**src/design/bd_pkg.sv**
```systemverilog
package bd_pkg;

    //////////////////////////////////////////////////////////////////////
    // startup modes

    typedef enum logic [2:0] {
        st_reset,
        st_select,
        st_emulate,
        st_usb_standby,
        st_err_board,
        st_err_supply
    } board_mode_t;

    //////////////////////////////////////////////////////////////////////
    // temperature sensor

    // signed reading, 1/16 degree per lsb
    typedef logic signed [12:0] temp_t;

    // warm-up threshold switch setting
    typedef logic [2:0] temp_sw_t;

    // warm-up threshold per switch setting, 0 to 35 degrees
    localparam temp_t warm_threshold [0:7] = '{
        13'sd0,
        13'sd80,
        13'sd160,
        13'sd240,
        13'sd320,
        13'sd400,
        13'sd480,
        13'sd560
    };

    // fan runs at or above 40 degrees
    localparam temp_t fan_on_temp = 13'sd640;

    //////////////////////////////////////////////////////////////////////
    // status leds, all active low

    typedef struct packed {
        logic led_acc_n;
        logic led_delaying_n;
        logic led_standby_n;
        logic led_pwrok_n;
    } led_bus_t;

endpackage
```
**src/design/bd_supervisor_top.sv**
```systemverilog
`timescale 1ns/100ps

module bd_supervisor_top
#(
    parameter int BLINK_HALF      = 48000000,
    parameter int SAMPLE_INTERVAL = 4800000,
    parameter int SPI_DIV         = 12
)
(
    input  logic             MCLK,
    input  logic             MRST,
    input  logic             usb_pwr,
    input  logic             board_pwr_fail,
    input  bd_pkg::temp_sw_t temp_sw,
    input  logic             force_start,
    input  logic             temp_sio,
    output logic             temp_cs_n,
    output logic             temp_sclk,
    output logic             emu_en,
    output logic             usb_en,
    output logic             emu_ready,
    output logic             temp_lo_n,
    output logic             fan_en_n,
    output bd_pkg::led_bus_t leds
);

    import bd_pkg::*;

    logic  blink_run;
    logic  blink;
    logic  delaying;
    logic  temp_en;
    logic  rd_req;
    logic  rd_ack;
    temp_t rd_temp;

    //////////////////////////////////////////////////////////////////////
    // mode control and blinker

    // no emulator core here, so the access led stays dark
    bd_mode_ctrl i_mode_ctrl
    (
        .MCLK           (MCLK),
        .MRST           (MRST),
        .usb_pwr        (usb_pwr),
        .board_pwr_fail (board_pwr_fail),
        .delaying       (delaying),
        .blink          (blink),
        .acc_n          (1'b1),
        .emu_en         (emu_en),
        .usb_en         (usb_en),
        .temp_en        (temp_en),
        .emu_ready      (emu_ready),
        .blink_run      (blink_run),
        .leds           (leds)
    );

    bd_led_blinker #(.BLINK_HALF(BLINK_HALF)) i_led_blinker
    (
        .MCLK  (MCLK),
        .MRST  (MRST),
        .run   (blink_run),
        .blink (blink)
    );

    //////////////////////////////////////////////////////////////////////
    // temperature path

    bd_temp_monitor #(.SAMPLE_INTERVAL(SAMPLE_INTERVAL)) i_temp_monitor
    (
        .MCLK        (MCLK),
        .MRST        (MRST),
        .en          (temp_en),
        .temp_sw     (temp_sw),
        .force_start (force_start),
        .rd_ack      (rd_ack),
        .rd_temp     (rd_temp),
        .rd_req      (rd_req),
        .delaying    (delaying),
        .temp_lo_n   (temp_lo_n),
        .fan_en_n    (fan_en_n)
    );

    bd_temp_reader #(.SPI_DIV(SPI_DIV)) i_temp_reader
    (
        .MCLK    (MCLK),
        .MRST    (MRST),
        .rd_req  (rd_req),
        .sio     (temp_sio),
        .rd_ack  (rd_ack),
        .rd_temp (rd_temp),
        .cs_n    (temp_cs_n),
        .sclk    (temp_sclk)
    );

endmodule

```
**src/design/bd_temp_monitor.sv**
```systemverilog
`timescale 1ns/100ps

module bd_temp_monitor
#(
    parameter int SAMPLE_INTERVAL = 4800000
)
(
    input  logic             MCLK,
    input  logic             MRST,
    input  logic             en,
    input  bd_pkg::temp_sw_t temp_sw,
    input  logic             force_start,
    input  logic             rd_ack,
    input  bd_pkg::temp_t    rd_temp,
    output logic             rd_req,
    output logic             delaying,
    output logic             temp_lo_n,
    output logic             fan_en_n
);

    import bd_pkg::*;

    localparam int TMR_W = $clog2(SAMPLE_INTERVAL + 1);

    logic [TMR_W-1:0] interval_tmr;
    logic             have_read;
    temp_t            temp_q;
    logic             is_lo;
    logic             is_hot;

    assign is_lo  = temp_q < warm_threshold[temp_sw];
    assign is_hot = temp_q >= fan_on_temp;

    //////////////////////////////////////////////////////////////////////
    // interval timer and handshake

    always_ff @(posedge MCLK)
    begin
        if (MRST || !en)
        begin
            rd_req       <= 1'b0;
            interval_tmr <= '0;
            have_read    <= 1'b0;
        end
        else if (rd_req)
        begin
            // reading is taken while ack is high, then req drops
            if (rd_ack)
            begin
                rd_req       <= 1'b0;
                have_read    <= 1'b1;
                interval_tmr <= TMR_W'(SAMPLE_INTERVAL - 1);
            end
        end
        else if (!rd_ack)
        begin
            if (interval_tmr == '0)
                rd_req <= 1'b1;
            else
                interval_tmr <= interval_tmr - 1'b1;
        end
    end

    always_ff @(posedge MCLK)
    begin
        if (rd_req && rd_ack)
            temp_q <= rd_temp;
    end

    //////////////////////////////////////////////////////////////////////
    // threshold compare and warm-up delay

    always_ff @(posedge MCLK)
    begin
        if (MRST || !en)
        begin
            delaying  <= 1'b1;
            temp_lo_n <= 1'b1;
            fan_en_n  <= 1'b1;
        end
        else
        begin
            if (have_read)
            begin
                temp_lo_n <= ~is_lo;
                fan_en_n  <= ~is_hot;
            end

            // manual override skips the warm-up wait
            if (force_start)
                delaying <= 1'b0;
            else if (have_read)
                delaying <= is_lo;
        end
    end

endmodule

```
**src/design/bd_temp_reader.sv**
```systemverilog
`timescale 1ns/100ps

module bd_temp_reader
#(
    parameter int SPI_DIV = 12
)
(
    input  logic          MCLK,
    input  logic          MRST,
    input  logic          rd_req,
    input  logic          sio,
    output logic          rd_ack,
    output bd_pkg::temp_t rd_temp,
    output logic          cs_n,
    output logic          sclk
);

    localparam int DIV_W = $clog2(SPI_DIV + 1);

    typedef enum logic [2:0] {
        idle,
        setup,
        shift,
        done,
        wait_drop
    } rd_state_t;

    rd_state_t        state;
    logic [DIV_W-1:0] div_cnt;
    logic [3:0]       bit_cnt;
    logic [15:0]      shreg;
    logic             sclk_tick;

    // end of a half sclk period
    assign sclk_tick = (state == shift) && (div_cnt == DIV_W'(SPI_DIV - 1));

    //////////////////////////////////////////////////////////////////////
    // serial read sequencer

    always_ff @(posedge MCLK)
    begin
        if (MRST)
        begin
            state   <= idle;
            div_cnt <= '0;
            bit_cnt <= '0;
            rd_ack  <= 1'b0;
            cs_n    <= 1'b1;
            sclk    <= 1'b0;
        end
        else
        begin
            case (state)
                idle:
                begin
                    if (rd_req)
                    begin
                        cs_n  <= 1'b0;
                        state <= setup;
                    end
                end
                // one clock of cs setup before the first sclk edge
                setup:
                begin
                    div_cnt <= '0;
                    bit_cnt <= '0;
                    state   <= shift;
                end
                shift:
                begin
                    if (sclk_tick)
                    begin
                        div_cnt <= '0;
                        sclk    <= ~sclk;
                        // falling edge closes a bit
                        if (sclk)
                        begin
                            if (bit_cnt == 4'd15)
                            begin
                                cs_n  <= 1'b1;
                                state <= done;
                            end
                            else
                            begin
                                bit_cnt <= bit_cnt + 4'd1;
                            end
                        end
                    end
                    else
                    begin
                        div_cnt <= div_cnt + 1'b1;
                    end
                end
                done:
                begin
                    rd_ack <= 1'b1;
                    state  <= wait_drop;
                end
                wait_drop:
                begin
                    if (!rd_req)
                    begin
                        rd_ack <= 1'b0;
                        state  <= idle;
                    end
                end
                default:
                begin
                    state <= idle;
                end
            endcase
        end
    end

    //////////////////////////////////////////////////////////////////////
    // data capture, msb first on sclk rising

    always_ff @(posedge MCLK)
    begin
        if (sclk_tick && !sclk)
            shreg <= {shreg[14:0], sio};
        // low three status bits are dropped
        if (state == done)
            rd_temp <= shreg[15:3];
    end

endmodule

```
**src/design/bd_mode_ctrl.sv**
```systemverilog
`timescale 1ns/100ps

module bd_mode_ctrl
(
    input  logic             MCLK,
    input  logic             MRST,
    input  logic             usb_pwr,
    input  logic             board_pwr_fail,
    input  logic             delaying,
    input  logic             blink,
    input  logic             acc_n,
    output logic             emu_en,
    output logic             usb_en,
    output logic             temp_en,
    output logic             emu_ready,
    output logic             blink_run,
    output bd_pkg::led_bus_t leds
);

    import bd_pkg::*;

    board_mode_t state;
    logic [1:0]  pwr_sel;

    // led controls, low means lit
    logic        pwrok_ctrl_n;
    logic        standby_ctrl_n;
    logic        delaying_ctrl_n;

    // warm-up only counts while the monitor runs
    logic        warmup_active;

    assign pwr_sel = {usb_pwr, board_pwr_fail};

    //////////////////////////////////////////////////////////////////////
    // startup state machine

    always_ff @(posedge MCLK)
    begin
        if (MRST)
        begin
            state <= st_reset;
        end
        else
        begin
            case (state)
                st_reset:
                begin
                    state <= st_select;
                end
                st_select:
                begin
                    case (pwr_sel)
                        2'b00:   state <= st_emulate;
                        2'b01:   state <= st_err_board;
                        2'b10:   state <= st_err_supply;
                        default: state <= st_usb_standby;
                    endcase
                end
                // emulation is left only through reset
                st_emulate:
                begin
                    state <= st_emulate;
                end
                st_usb_standby:
                begin
                    if (pwr_sel != 2'b11)
                        state <= st_reset;
                end
                st_err_board:
                begin
                    if (pwr_sel != 2'b01)
                        state <= st_reset;
                end
                st_err_supply:
                begin
                    if (pwr_sel != 2'b10)
                        state <= st_reset;
                end
                default:
                begin
                    state <= st_reset;
                end
            endcase
        end
    end

    //////////////////////////////////////////////////////////////////////
    // registered enables and led controls

    always_ff @(posedge MCLK)
    begin
        if (MRST)
        begin
            emu_en          <= 1'b0;
            usb_en          <= 1'b0;
            temp_en         <= 1'b0;
            blink_run       <= 1'b0;
            pwrok_ctrl_n    <= 1'b1;
            standby_ctrl_n  <= 1'b1;
            delaying_ctrl_n <= 1'b1;
        end
        else
        begin
            // everything off unless the state says otherwise
            emu_en          <= 1'b0;
            usb_en          <= 1'b0;
            temp_en         <= 1'b0;
            blink_run       <= 1'b0;
            pwrok_ctrl_n    <= 1'b1;
            standby_ctrl_n  <= 1'b1;
            delaying_ctrl_n <= 1'b1;

            case (state)
                st_emulate:
                begin
                    emu_en          <= 1'b1;
                    usb_en          <= 1'b1;
                    temp_en         <= 1'b1;
                    delaying_ctrl_n <= 1'b0;
                end
                st_usb_standby:
                begin
                    usb_en         <= 1'b1;
                    blink_run      <= 1'b1;
                    pwrok_ctrl_n   <= 1'b0;
                    standby_ctrl_n <= 1'b0;
                end
                st_err_board:
                begin
                    blink_run    <= 1'b1;
                    pwrok_ctrl_n <= 1'b0;
                end
                // pwrok stays dark while standby flashes
                st_err_supply:
                begin
                    blink_run      <= 1'b1;
                    standby_ctrl_n <= 1'b0;
                end
                default:
                begin
                end
            endcase
        end
    end

    //////////////////////////////////////////////////////////////////////
    // outputs

    assign emu_ready     = emu_en & ~delaying;
    assign warmup_active = delaying & temp_en;

    always_comb
    begin
        leds.led_acc_n      = acc_n;
        leds.led_delaying_n = delaying_ctrl_n | ~delaying;
        leds.led_standby_n  = (standby_ctrl_n | blink) & ~warmup_active;
        leds.led_pwrok_n    = pwrok_ctrl_n | blink;
    end

endmodule

```
**src/design/bd_led_blinker.sv**
```systemverilog
`timescale 1ns/100ps

module bd_led_blinker
#(
    parameter int BLINK_HALF = 48000000
)
(
    input  logic MCLK,
    input  logic MRST,
    input  logic run,
    output logic blink
);

    localparam int CNT_W = $clog2(BLINK_HALF + 1);

    logic [CNT_W-1:0] half_cnt;

    // idle level is high, so an led driven by blink stays dark
    always_ff @(posedge MCLK)
    begin
        if (MRST || !run)
        begin
            half_cnt <= '0;
            blink    <= 1'b1;
        end
        else if (half_cnt == CNT_W'(BLINK_HALF - 1))
        begin
            half_cnt <= '0;
            blink    <= ~blink;
        end
        else
        begin
            half_cnt <= half_cnt + 1'b1;
        end
    end

endmodule

```
**config.mk**
```make
export PLATFORM = sky130hd
export DESIGN_NAME = bd_supervisor_top
export DESIGN_NICKNAME = d
export VERILOG_FILES = /design/src/design/bd_pkg.sv /design/src/design/bd_supervisor_top.sv /design/src/design/bd_temp_monitor.sv /design/src/design/bd_temp_reader.sv /design/src/design/bd_mode_ctrl.sv /design/src/design/bd_led_blinker.sv
export SDC_FILE = /design/constraint.sdc
export NUM_CORES = 1
export LEC_CHECK = 0
export BUFFER_PORTS_ARGS = -buffer_cell sky130_fd_sc_hd__clkbuf_2
export CAP_MARGIN = 30
export CELL_PAD_IN_SITES_DETAIL_PLACEMENT = 0
export CELL_PAD_IN_SITES_GLOBAL_PLACEMENT = 1
export CORE_ASPECT_RATIO = 0.5
export CORE_UTILIZATION = 53
export CTS_CLUSTER_DIAMETER = 200
export DETAILED_ROUTE_END_ITERATION = 8
export HOLD_SLACK_MARGIN = 0.03
export PLACE_DENSITY_LB_ADDON = 0.1
export SLEW_MARGIN = 40
export SYNTH_ARGS = -nofsm -noshare
export SYNTH_HDL_FRONTEND = slang
export SYNTH_HIERARCHICAL = 1
export SYNTH_SLANG_ARGS = --single-unit
```
**constraint.sdc**
```tcl
create_clock -name MCLK -period 8.5 [get_ports MCLK]
set_clock_uncertainty 0.2 [all_clocks]
set_input_delay 0.425 -clock MCLK [delete_from_list [all_inputs] [get_ports MCLK]]
set_output_delay 0.425 -clock MCLK [all_outputs]
set_load 0.02 [all_outputs]
```
---- Yosys cells after proc, flatten, opt, wreduce, memory -nomap -nowiden ----
Memories as Yosys holds them, arrays and structs flattened.
Index checks and enable logic that the tools add are counted.
word-level totals
  word-level logic and storage cells ...... 145
  ROM bits ................................ 104
  output and inout bits ................... 11
  register bits ........................... 120
  memories ................................ 1
  input bits .............................. 9
memory list
  memory           depth  width  read ports  clocked after memory_dff  wr ports  RTL line               RTL
  (no name shown)  8      13     1           0                         0         bd_temp_monitor.sv:31  assign is_lo = temp_q < warm_threshold[temp_sw];
operators by class
  order comparisons ....................... 3
  reductions and logical operators ........ 29
  bitwise gates (word level) .............. 13
  eq/ne operators ......................... 29
  add/sub/neg operators ................... 4
  muxes and demuxes ....................... 42
operators with widths
  kind                   number
  $mux 23                4
  $add 26x1->26 const B  1
  $eq 26x26->1 const B   1
  $mux 13                2
  $mux 3                 8
  $logic_not 23->1       1
  $sub 23x1->23 const B  1
  $pmux 3 s6             1
  $mux 1                 17
  $mux 4                 4
  $ne 2x1->1 const B     8
  $pmux 4 s2             2
  $pmux 3 s5             1
  $ne 2x2->1 const B     7
  $ge 13x11->1 const B   1
  $lt 13x13->1           1
  $eq 3x2->1 const B     4
  $reduce_and 5->1       2
  $eq 3x3->1 const B     3
  $pmux 3 s3             1
  $add 4x1->4 const B    2
  $eq 4x4->1 const B     2
  $reduce_bool 2->1      4
  $reduce_or 2->1        4
  18 further kinds       38

---- Longest topological paths before layout ----
  depth in word-level cells ............... 7
  gate-level depth with buffers ........... 9
  mapped depth without buffers ............ 8

---- Hierarchy ----
Netlist, hierarchy kept.
by module, submodules not included
  module             area each (sq um)  instances  cells each  seq. area each (sq um)
  bd_temp_monitor    1855.5             1          200         830.8
  bd_temp_reader     1689.1             1          125         1151.1
  bd_led_blinker     1306.3             1          148         540.5
  bd_mode_ctrl       490.5              1          49          180.2
  bd_supervisor_top  3.8                1          1           0.0

---- Worst setup path before layout ----
OpenSTA, ideal clock, no wires.
  path type ............................... register -> register
  from .................................... reg i_temp_reader.state[0]
  to ...................................... reg i_temp_reader.shreg[0], enable pin
  path buffers ............................ 2
  library setup time ...................... 0.412 ns
  arrival time ............................ 2.102 ns
  slack ................................... 5.786 ns
  stages on the path, launching flop included .. 5
  data required time ...................... 7.888 ns
  period minus slack after synthesis ...... 2.714 ns
  cells stage by stage .................... dfxtp_1 -> buf_6 -> or3b_1 -> buf_2 -> nor3_1
between the ends
  word-level cells in the longest chain between the ends .. 3
ends and longest elaborated chain
  element                 RTL line               RTL
  from (decl)             bd_temp_reader.sv:28   rd_state_t state;
  from (signal assigned)  bd_temp_reader.sv:44   state <= idle;
  from (signal assigned)  bd_temp_reader.sv:59   state <= setup;
  from (signal assigned)  bd_temp_reader.sv:67   state <= shift;
  $eq 3x2->1              bd_temp_reader.sv:35   assign sclk_tick = (state == shift) && (div_cnt == DIV_W'(SPI_DIV - 1));
  $logic_and 1x1->1       bd_temp_reader.sv:35
  $logic_and 1x1->1       bd_temp_reader.sv:120  if (sclk_tick && !sclk)
  to (signal assigned)    bd_temp_reader.sv:121  shreg <= {shreg[14:0], sio};
  to (decl)               bd_temp_reader.sv:31   logic [15:0] shreg;
Every way passes these cells.
A chain may end at the register's enable or synchronous reset.

---- Worst setup path in the final report ----
  from .................................... reg i_led_blinker.half_cnt[0]
  to ...................................... reg i_led_blinker.half_cnt[24]
between the ends
  word-level cells in the longest chain between the ends .. 2
  elaborated cells on any way between the ends .. 3
  classes of those cells .................. add/sub: 1; eq/ne: 1; reduce/logical: 1
ends and longest elaborated chain
  element                                                                RTL line              RTL
  from (decl)                                                            bd_led_blinker.sv:16  logic [CNT_W-1:0] half_cnt;
  from (signal assigned)                                                 bd_led_blinker.sv:33  half_cnt <= half_cnt + 1'b1;
  parallel branches: the longest is 2 deep, another holds $add 26x1->26  --
Parallel ways; which one is timed is not known.

==> impl_results.rst <==
.. list-table::
   :header-rows: 1

   * - Metric
     - Value
   * - TritonCTS buffer count
     - 9
   * - Number of pins with negative max-slew slack in the final report
     - 0
   * - Max Freq
     - 378.4 MHz
   * - Clock group share of total power
     - 43.1%
   * - Number of H-tree levels
     - 3
   * - Number of setup buffers added after CTS
     - 0
   * - P_sw
     - 220.7 uW
   * - Startpoint of the worst register-to-register path
     - i_led_blinker/half_cnt[0]
   * - Cell chosen for the clock root
     - sky130_fd_sc_hd__clkbuf_16
   * - Comb power frac
     - 3.8%
   * - Largest vdd supply drop
     - 140.4 uV
   * - Worst hold path endpoint
     - i_temp_reader/shreg[0]
   * - Initial DRC count
     - 175
   * - Net switching fraction of the power
     - 21.03%
   * - Number of cells on the worst reg-to-reg path
     - 5
   * - Tightest Pin Transition
     - 831.8 ps
   * - Synth-to-Final Area Change
     - 8.860%
   * - Pleak
     - 0.001845 uW
   * - Number of antenna violations at the first check in global routing
     - 0
   * - Number of buffers added to fix hold violations after cts
     - 0
   * - Max Cap Violations
     - 0
   * - Number of clock sinks
     - 112
   * - Min-Delay Startpoint
     - temp_sio
   * - Num ports
     - 20
   * - Arrival @ worst endpoint
     - 2710 ps
   * - Crit path time final
     - 2643 ps
   * - Fraction of the cycle the final worst path needs
     - 31.09%
   * - DRC violations left
     - 0
   * - Post-synthesis cell count
     - 519
   * - Number of buffers on the longest clock path
     - 2
   * - Setup repair after global routing missed its margin
     - no
   * - Post-layout nets
     - 547
   * - Via count
     - 3796
   * - Maximum number of pins on one net before global-route repair
     - 28
   * - Setup-failing EPs final
     - 0
   * - Combined area of all synthesized cells
     - 0.005225 sq mm
   * - Run status
     - complete, no violations
   * - Area of all placed cells without fillers
     - 0.005688 sq mm
   * - Total power after layout
     - 1050 uW
   * - Setup tns final
     - 0 ps
   * - Final Hold Violating Endpoints
     - 0
   * - Detailed placer's ending HPWL
     - 6142 um
   * - # resized after CTS
     - 0
   * - Starting density of the core
     - 54.95%
   * - DRT antenna net count
     - 0
   * - Reg-to-reg critical path endpoint
     - i_led_blinker/half_cnt[24]
   * - Clock-pin slew on the worst setup and hold paths
     - 70 ps
   * - Chip Height
     - 72.21 um
   * - Worst EP required
     - 8570 ps
   * - Clock Latency Late Sink
     - 350 ps
   * - Routed len/inst
     - 13.93 um
   * - Worst hold-check path type
     - input pin to flip-flop
   * - Average cell area after synthesis
     - 10.07 sq um
   * - Max-slew headroom
     - 44.55%
   * - Dpl cell area
     - 0.005369 sq mm
   * - Number of global-route vias before repair
     - 3342
   * - Power Density
     - 184.5 mW/mm^2
   * - Aggregate global-route resource usage
     - 19.39%
   * - Die Area
     - 0.01028 sq mm
   * - First-pass iteration count of the detailed router
     - 6
   * - Total wire length
     - 9234 um
   * - Number of placement rows
     - 25
   * - Antenna diode count
     - 0
   * - Worst-path fanout max
     - 10
   * - Overall die width
     - 142.4 um
   * - PortBufs
     - 18
   * - Critical Setup Path Class
     - flip-flop to flip-flop
   * - Global-route wire length before repair
     - 15810 um
   * - Worst Hold Path Cells
     - 1
   * - Cell internal power dissipation
     - 829.0 uW
   * - RePlAce Congestion
     - 0.8089
   * - Detailed-route vias per instance
     - 5.725
   * - Clock tree from TritonCTS
     - done
   * - Kind of start point of the critical path
     - flip-flop
   * - Worst R2R Setup Slack
     - 5860 ps
   * - Post-synth net total
     - 543
   * - Core footprint
     - 0.009509 sq mm
   * - Part of the power in registers
     - 53.2%
   * - Synth Warn #
     - 6
   * - Global route total overflow
     - 0
   * - Crit. Startpoint
     - i_led_blinker/half_cnt[0]
   * - Ratio of cells with drive above 1 in the final layout
     - 11.36%
   * - Endpoint class of the critical path
     - flip-flop
==> cells in the final DEF, fill, tap and decap left out, drive strengths merged, types with 8 or more instances in the layout <==
master / n
nor3: 33
mux2i: 8
o21ai: 24
a21oi: 22
nor2: 22
a211oi: 15
dfxtp: 78
nor4: 13
xnor2: 9
clkbuf: 28
o31ai: 11
edfxtp: 34
nand2: 19
or4: 13
nand4: 12
inv: 27
or3: 17
nand3: 19
nand2b: 13
ha: 15
==> power by group through the flow <==
stage / clock network [uW] / registers (uW) / logic, uW
global route: 486 / 559 / 44.5
detailed placement: 0 / 570 / 39.7
global placement: 0 / 570 / 39.7
floorplan: 0 / 568 / 35.2
CTS: 464 / 558 / 40.0
finish: 452 / 558 / 39.6
==> final cells by class <==
cell class / count / area, sq um
fill: 846 / 3821
sequential: 112 / 2582
multi-input combinational: 355 / 2420
clock buffer: 10 / 229.0
tap: 135 / 168.9
inverter: 26 / 100.1
timing repair buffer: 19 / 97.59
clock inverter: 6 / 90.09
==> state kept, by name, summed over array words and instances (netlist names), 3 cells and up <==
signal                       count
i_temp_monitor/temp_q            9
i_temp_reader/shreg             16
i_temp_monitor/interval_tmr     23
i_led_blinker/half_cnt          26
i_temp_reader/rd_temp            9
i_mode_ctrl/state                3
i_temp_reader/div_cnt            4
i_temp_reader/bit_cnt            4
i_temp_reader/state              3
==> through the flow <==
step                      hold WS (ps)  worst slack [ps]  util [%]  instances
after CTS                        60.23              5832     59.82        663
after detailed placement         204.5              5861     56.46        647
final                            76.46              5857     59.82        663
after floorplan                  200.3              5786         -        519
after global routing             65.78              5717     59.82        663
after global placement           202.3              5743     56.32        647
==> layer usage <==
layer	wire length (um)	global-route usage, %	vias up
met3	337	4.818	11
met4	89	6.213	0
met2	3958	29.63	43
met1	4849	27.18	1770
li1	-	-	1972
met5	0	0	-
==> how the worst max path moves through the flow <==
stage               slack (ps)                        endpoint
finish                    5860      i_led_blinker/half_cnt[24]
global route              5720      i_led_blinker/half_cnt[24]
CTS                       5830      i_led_blinker/half_cnt[24]
detailed placement        5860      i_led_blinker/half_cnt[24]
global placement          5740  i_temp_monitor/interval_tmr[4]
floorplan                 5790          i_temp_reader/shreg[0]
==> critical path, cell delays in order (launching register included) <==
cell and delay, ps:
sky130_fd_sc_hd__dfxtp_1 390, sky130_fd_sc_hd__ha_1 280, sky130_fd_sc_hd__nand4_4 170, sky130_fd_sc_hd__or4_1 730
sky130_fd_sc_hd__or4b_4 570, sky130_fd_sc_hd__a211oi_2 220
Note: power is estimated with default switching activity, not from simulation.
